===== src/verilog/mrd_pkg.sv =====
// mrd dft4 shared types

package mrd_pkg;

	// sample and bin widths
	localparam int DATA_W = 18;
	localparam int LANES = 4;

	// two growth bits cover a sum of four samples
	localparam int WIDE_W = DATA_W + 2;

	// block exponent on the source side
	localparam int EXP_W = 4;

	// one complex input sample
	typedef struct packed {
		logic signed [DATA_W-1:0] re;
		logic signed [DATA_W-1:0] im;
	} cplx_t;

	// one complex bin before normalization
	typedef struct packed {
		logic signed [WIDE_W-1:0] re;
		logic signed [WIDE_W-1:0] im;
	} cplx_wide_t;

	// beat held in the sink register
	typedef struct packed {
		cplx_t [LANES-1:0] samp;
		logic sop;
		logic eop;
		logic inverse;
	} sink_beat_t;

	// beat after the bin lanes, still at full width
	typedef struct packed {
		cplx_wide_t [LANES-1:0] bin;
		logic sop;
		logic eop;
	} lane_beat_t;

	// normalized beat on the source port
	typedef struct packed {
		cplx_t [LANES-1:0] bin;
		logic sop;
		logic eop;
		logic [EXP_W-1:0] exp;
	} source_beat_t;

endpackage


===== src/verilog/mrd_bfp_source.sv =====
// dft4 block exponent source stage

`timescale 1ns/1ps

module mrd_bfp_source (
	input  logic clk,
	input  logic reset,
	input  logic l_valid,
	input  mrd_pkg::lane_beat_t l_beat,
	input  logic source_ready,
	output logic advance,
	output logic source_valid,
	output mrd_pkg::source_beat_t source_beat
);

	import mrd_pkg::*;

	// per-shift fit flags over all bins
	logic fit_s0;
	logic fit_s1;

	// chosen shift, 0 to 2
	logic [1:0] shift;

	// next register contents
	source_beat_t nxt;

	// shifted parts before truncation
	logic signed [WIDE_W-1:0] sh_re;
	logic signed [WIDE_W-1:0] sh_im;

	// true when v >>> s still fits a signed DATA_W word
	function automatic logic fits(input logic signed [WIDE_W-1:0] v, input int s);
		logic signed [WIDE_W-1:0] sh;
		sh = v >>> s;
		return sh[WIDE_W-1:DATA_W-1] == {(WIDE_W-DATA_W+1){sh[WIDE_W-1]}};
	endfunction

	// a single stall point for the whole pipeline
	assign advance = ~source_valid | source_ready;

	// find the smallest shift that every part survives
	always_comb
	begin
		fit_s0 = 1'b1;
		fit_s1 = 1'b1;
		for (int b = 0; b < LANES; b++)
		begin
			fit_s0 = fit_s0 & fits(l_beat.bin[b].re, 0) & fits(l_beat.bin[b].im, 0);
			fit_s1 = fit_s1 & fits(l_beat.bin[b].re, 1) & fits(l_beat.bin[b].im, 1);
		end
		// two bits of growth always fit after a shift of 2
		if (fit_s0)
			shift = 2'd0;
		else if (fit_s1)
			shift = 2'd1;
		else
			shift = 2'd2;
	end

	// apply the shift and drop the growth bits
	always_comb
	begin
		sh_re = '0;
		sh_im = '0;
		nxt = '0;
		for (int b = 0; b < LANES; b++)
		begin
			sh_re = l_beat.bin[b].re >>> shift;
			sh_im = l_beat.bin[b].im >>> shift;
			nxt.bin[b].re = sh_re[DATA_W-1:0];
			nxt.bin[b].im = sh_im[DATA_W-1:0];
		end
		nxt.sop = l_beat.sop;
		nxt.eop = l_beat.eop;
		nxt.exp = EXP_W'(shift);
	end

	// output valid, held while the sink side stalls
	always_ff @(posedge clk)
	begin
		if (reset)
			source_valid <= 1'b0;
		else if (advance)
			source_valid <= l_valid;
	end

	// output payload
	always_ff @(posedge clk)
	begin
		if (advance)
			source_beat <= nxt;
	end

endmodule


===== src/verilog/mrd_bin_lane.sv =====
// dft4 output bin lane

`timescale 1ns/1ps

module mrd_bin_lane #(
	parameter int BIN = 0
) (
	input  logic clk,
	input  logic reset,
	input  logic advance,
	input  logic s_valid,
	input  mrd_pkg::sink_beat_t s_beat,
	output logic l_valid,
	output logic l_sop,
	output logic l_eop,
	output mrd_pkg::cplx_wide_t bin
);

	import mrd_pkg::*;

	// rotation index, term and running sums
	logic [1:0] k;
	cplx_wide_t term;
	logic signed [WIDE_W-1:0] acc_re;
	logic signed [WIDE_W-1:0] acc_im;

	// multiply by (-j)^k, with sign extension to the wide format
	function automatic cplx_wide_t rotate(input cplx_t x, input logic [1:0] k_in);
		cplx_wide_t r;
		logic signed [WIDE_W-1:0] xr;
		logic signed [WIDE_W-1:0] xi;
		xr = WIDE_W'(x.re);
		xi = WIDE_W'(x.im);
		case (k_in)
			2'd0:
			begin
				r.re = xr;
				r.im = xi;
			end
			// -j * (a + jb) = b - ja
			2'd1:
			begin
				r.re = xi;
				r.im = -xr;
			end
			2'd2:
			begin
				r.re = -xr;
				r.im = -xi;
			end
			// +j * (a + jb) = -b + ja
			default:
			begin
				r.re = -xi;
				r.im = xr;
			end
		endcase
		return r;
	endfunction

	// sum over the four samples; inverse turns -j into +j
	always_comb
	begin
		acc_re = '0;
		acc_im = '0;
		k = '0;
		term = '0;
		for (int n = 0; n < LANES; n++)
		begin
			k = 2'((n * BIN) % LANES);
			if (s_beat.inverse)
				k = 2'd0 - k;
			term = rotate(s_beat.samp[n], k);
			acc_re = acc_re + term.re;
			acc_im = acc_im + term.im;
		end
	end

	// control bits of the lane register
	always_ff @(posedge clk)
	begin
		if (reset)
			l_valid <= 1'b0;
		else if (advance)
			l_valid <= s_valid;
	end

	// bin payload along with its frame markers
	always_ff @(posedge clk)
	begin
		if (advance)
		begin
			bin.re <= acc_re;
			bin.im <= acc_im;
			l_sop <= s_beat.sop;
			l_eop <= s_beat.eop;
		end
	end

endmodule


===== src/verilog/mrd_dft4_top.sv =====
// streaming 4-point dft top

`timescale 1ns/1ps

module mrd_dft4_top (
	input  logic clk,
	input  logic reset,
	input  logic sink_valid,
	output logic sink_ready,
	input  logic sink_sop,
	input  logic sink_eop,
	input  mrd_pkg::cplx_t [mrd_pkg::LANES-1:0] sink_data,
	input  logic inverse,
	input  logic source_ready,
	output logic source_valid,
	output mrd_pkg::source_beat_t source_beat
);

	import mrd_pkg::*;

	// shared pipeline enable from the source stage
	logic advance;

	// sink register
	logic s_valid;
	sink_beat_t s_beat;

	// lane registers, control taken from lane 0
	logic lane_valid [LANES];
	logic lane_sop [LANES];
	logic lane_eop [LANES];
	cplx_wide_t lane_bin [LANES];

	// packed beat seen by the source stage
	logic l_valid;
	lane_beat_t l_beat;

	assign sink_ready = advance;

	mrd_sink_stage sink0 (
		.clk        (clk),
		.reset      (reset),
		.advance    (advance),
		.sink_valid (sink_valid),
		.sink_sop   (sink_sop),
		.sink_eop   (sink_eop),
		.sink_data  (sink_data),
		.inverse    (inverse),
		.s_valid    (s_valid),
		.s_beat     (s_beat)
	);

	// one lane per output bin
	genvar b;
	generate
		for (b = 0; b < LANES; b++)
		begin : g_lane
			mrd_bin_lane #(
				.BIN (b)
			) lane (
				.clk     (clk),
				.reset   (reset),
				.advance (advance),
				.s_valid (s_valid),
				.s_beat  (s_beat),
				.l_valid (lane_valid[b]),
				.l_sop   (lane_sop[b]),
				.l_eop   (lane_eop[b]),
				.bin     (lane_bin[b])
			);

			assign l_beat.bin[b] = lane_bin[b];
		end
	endgenerate

	assign l_valid = lane_valid[0];
	assign l_beat.sop = lane_sop[0];
	assign l_beat.eop = lane_eop[0];

	mrd_bfp_source source0 (
		.clk          (clk),
		.reset        (reset),
		.l_valid      (l_valid),
		.l_beat       (l_beat),
		.source_ready (source_ready),
		.advance      (advance),
		.source_valid (source_valid),
		.source_beat  (source_beat)
	);

endmodule


===== src/verilog/mrd_sink_stage.sv =====
// dft4 sink stage

`timescale 1ns/1ps

module mrd_sink_stage (
	input  logic clk,
	input  logic reset,
	input  logic advance,
	input  logic sink_valid,
	input  logic sink_sop,
	input  logic sink_eop,
	input  mrd_pkg::cplx_t [mrd_pkg::LANES-1:0] sink_data,
	input  logic inverse,
	output logic s_valid,
	output mrd_pkg::sink_beat_t s_beat
);

	import mrd_pkg::*;

	// frame tracking
	logic in_frame;
	logic inv_latched;

	// beat handed over this cycle
	logic accept;

	// beat is part of a frame, either opening it or inside it
	logic belongs;

	// inverse flag seen by the current beat
	logic beat_inverse;

	assign accept = advance & sink_valid;
	assign belongs = sink_sop | in_frame;

	// sop takes the live input, later beats the captured value
	assign beat_inverse = sink_sop ? inverse : inv_latched;

	// frame flag and inverse capture
	always_ff @(posedge clk)
	begin
		if (reset)
		begin
			in_frame <= 1'b0;
			inv_latched <= 1'b0;
		end
		else if (accept)
		begin
			if (sink_sop)
			begin
				// a sop inside a frame simply restarts it
				inv_latched <= inverse;
				in_frame <= ~sink_eop;
			end
			else if (in_frame && sink_eop)
			begin
				in_frame <= 1'b0;
			end
		end
	end

	// valid bit, dropped for stray beats outside a frame
	always_ff @(posedge clk)
	begin
		if (reset)
			s_valid <= 1'b0;
		else if (advance)
			s_valid <= sink_valid & belongs;
	end

	// payload register
	always_ff @(posedge clk)
	begin
		if (advance)
		begin
			s_beat.samp <= sink_data;
			s_beat.sop <= sink_sop;
			s_beat.eop <= sink_eop;
			s_beat.inverse <= beat_inverse;
		end
	end

endmodule

===== config.mk =====
export PLATFORM = sky130hd
export DESIGN_NAME = mrd_dft4_top
export DESIGN_NICKNAME = d
export VERILOG_FILES = /design/src/verilog/mrd_pkg.sv /design/src/verilog/mrd_bfp_source.sv /design/src/verilog/mrd_bin_lane.sv /design/src/verilog/mrd_dft4_top.sv /design/src/verilog/mrd_sink_stage.sv
export SDC_FILE = /design/constraint.sdc
export NUM_CORES = 2
export LEC_CHECK = 0
export ABC_AREA = 1
export BUFFER_PORTS_ARGS = -buffer_cell sky130_fd_sc_hd__buf_4
export CAP_MARGIN = 10
export CELL_PAD_IN_SITES_DETAIL_PLACEMENT = 0
export CELL_PAD_IN_SITES_GLOBAL_PLACEMENT = 1
export CORE_MARGIN = 3
export CORE_UTILIZATION = 51
export DETAILED_ROUTE_END_ITERATION = 8
export HOLD_SLACK_MARGIN = 0.08
export PLACE_DENSITY_LB_ADDON = 0.1
export SLEW_MARGIN = 15
export SYNTH_ARGS = -nofsm -noshare
export SYNTH_HDL_FRONTEND = slang
export SYNTH_HIERARCHICAL = 1
export SYNTH_SLANG_ARGS = --single-unit

===== constraint.sdc =====
create_clock -name clk -period 32.2 [get_ports clk]
set_input_delay 4.83 -clock clk [delete_from_list [all_inputs] [get_ports clk]]
set_output_delay 4.83 -clock clk [all_outputs]
set_load 0.02 [all_outputs]

==> impl_metrics.ini <==
[floorplanning]
die_h_um = 278
fp.dieArea_mm2 = 0.0775
pin_count = 303
die_width_um = 278
start_util_pct = 51.7
coreArea_mm2 = 0.0732
rows = 99

[setup_path]
crit_type = in2out
crit_buf_inv = 3
slowest_stage = buf_4
critPathArrivalTime_ns = 5.52
path_delay_family = buffers and inverters
crit_path_start_kind = primary input
crit_path_max_fanout = 30
crit_top_cell = buf_4
crit_required_ns = 27.37
critPathMaxStageDelay_ns = 0.26
crit_chain = buf_4 > inv_1 > nand2_4 > buf_4
critPathCaptureType = output port

[grt]
grtUsageTotal_pct = 29.1
busiest_layer = met1
grt_pass1_vias = 27278
met2_usage_pct = 41.9
grtUsageMet1_pct = 44.1
grt_max_degree = 186
use_met3_pct = 7.86
grt_first_pass_wirelength_mm = 168
grt-ovfl-total = 0
antenna_found_initial = 6

[detailed_routing]
drt-total-wl_mm = 113
drtPass1Iterations = 6
detail_route.iter0.violations = 2951
route.detailed.drc = 0
vias_per_cell = 5.13
avgRoutedWirePerCell_um = 19.8
vias = 29171
postRouteAntennaNets = 0

[timing]
hold_viol = 0
skew_ns = 0.0218
maxSlewViolCount = 0
finalSetupViolCount = 0
finalCriticalPeriod_ns = 10.35
tightest_slew_ns = 0.987
setup_tns_ns = 0
max_clock_freq_mhz = 96.6
rsz0062_at_grt = false
whs_ns = 0.420
maxSlewHeadroom_pct = 34.2
min_period_over_period_pct = 32.2

[power]
leakage_uw = 0.0217
powerDensity_mw_per_mm2 = 91.6
ir_drop_mv = 0.0554

[clocking]
cts-buffers-inserted = 49
holdBufCountCts = 0
clock-root-buffer = clkbuf_16
cts_sinks = 462
cts_resized = 0
post_cts_buffers = 0
clkTransAtPathRegs_ns = 0.06
cts_tree = yes
clk_path_buf_depth = 3
cts_htree_levels = 2
insertion_delay_ns = 0.61

[place]
place_congestion = 0.963
io_buffers = 300
post_dp_cell_area_mm2 = 0.0410
hpwl_mm = 92.8

[layout]
antenna_cells = 0
fin_area_mm2 = 0.0426
layout-drive-gt1-share_pct = 10.9
syn_to_final_growth_pct = 12.6
nNetsFinal = 5307
fill_cells = 6764

[yosys]
ys_warn_count = 6
synth_cells = 4406
syn-cell-area_mm2 = 0.0379
synth_area_per_cell_um2 = 8.59

[run_status]
status = complete, no violations

[run]
drv_cap = 0

[min_path]
hp-class = reg2reg
## layer usage
| metal | wire [um] | vias up |
|---|---|---|
| met1 | 52100 | 13735 |
| li1 | - | 14231 |
| met3 | 11700 | 102 |
| met5 | 11 | - |
| met4 | 2390 | 2 |
| met2 | 46600 | 1101 |
## flip-flops by register name, summed over array words and instances, names as in the netlist
name,count
sink0/s_valid,1
g_lane.lane/l_sop,1
source0/source_valid,1
sink0/in_frame,1
sink0/inv_latched,1
source0/source_beat,148
g_lane.lane/l_valid,1
g_lane.lane/bin,160
sink0/s_beat,147
g_lane.lane/l_eop,1
## metrics by stage
step           total power (uW)  instances  util, %  setup WS (ns)
2_1_floorplan              2440       4407        -          12.68
3_3_place_gp               3270       5598     56.1          21.81
3_5_place_dp               3280       5598     56.1          21.82
4_1_cts                    3850       5687     58.2          21.82
5_1_grt                    4180       5687     58.2          21.78
6_report                   3910       5687     58.2          21.85
## cells in the final DEF, fill, tap and decap left out, drive strengths merged, types with 2 or more instances in the layout
cell type and instances:
inv 1071, nand2 907, edfxtp 457, nor2 425, buf 314, fa 300
nand3 281, ha 166, xor2 163, a21oi 163, o21ai 113, xnor2 67
nor3 63, clkbuf 57, o22ai 38, clkinv 26, nand4 16, o31ai 13
a21o 11, and2 10, o21bai 10, or2 9, nor4 8, a31oi 7
o211ai 6, bufinv 5, dfxtp 5, nand3b 4, a211oi 2, conb 2
a21boi 2, o21a 2
## cell type report
type                    count  area, um^2  share of cell area, %
clock inverters            32         307                  0.719
multi-input cells        2793       19600                   46.0
flip-flops and latches    462       13800                   32.4
repair buffers            314        2380                   5.59
clock buffers              57        1280                   3.00
inverters                1070        4020                   9.42
well taps                 959        1200                   2.81
## path summary, 6_finish.rpt
check,start,end,slack [ns],cells after the start
worst max-delay path,source_ready,sink_ready,21.85,4
worst min-delay path,sink0/s_beat[1]$_DFFE_PP_,g_lane[0].lane/l_eop$_DFFE_PP_,0.42,0
worst max register to register,sink0/s_beat[129]$_DFFE_PP_,g_lane[1].lane/bin[19]$_DFFE_PP_,26.74,20
worst min register to register,sink0/s_beat[1]$_DFFE_PP_,g_lane[0].lane/l_eop$_DFFE_PP_,0.42,0
## report_power, final
part / internal, uW / switching (uW) / total (uW)
registers: 993 / 152 / 1140
clock network: 324 / 237 / 561
logic: 716 / 1480 / 2200
(Power assumes the default switching activity.)
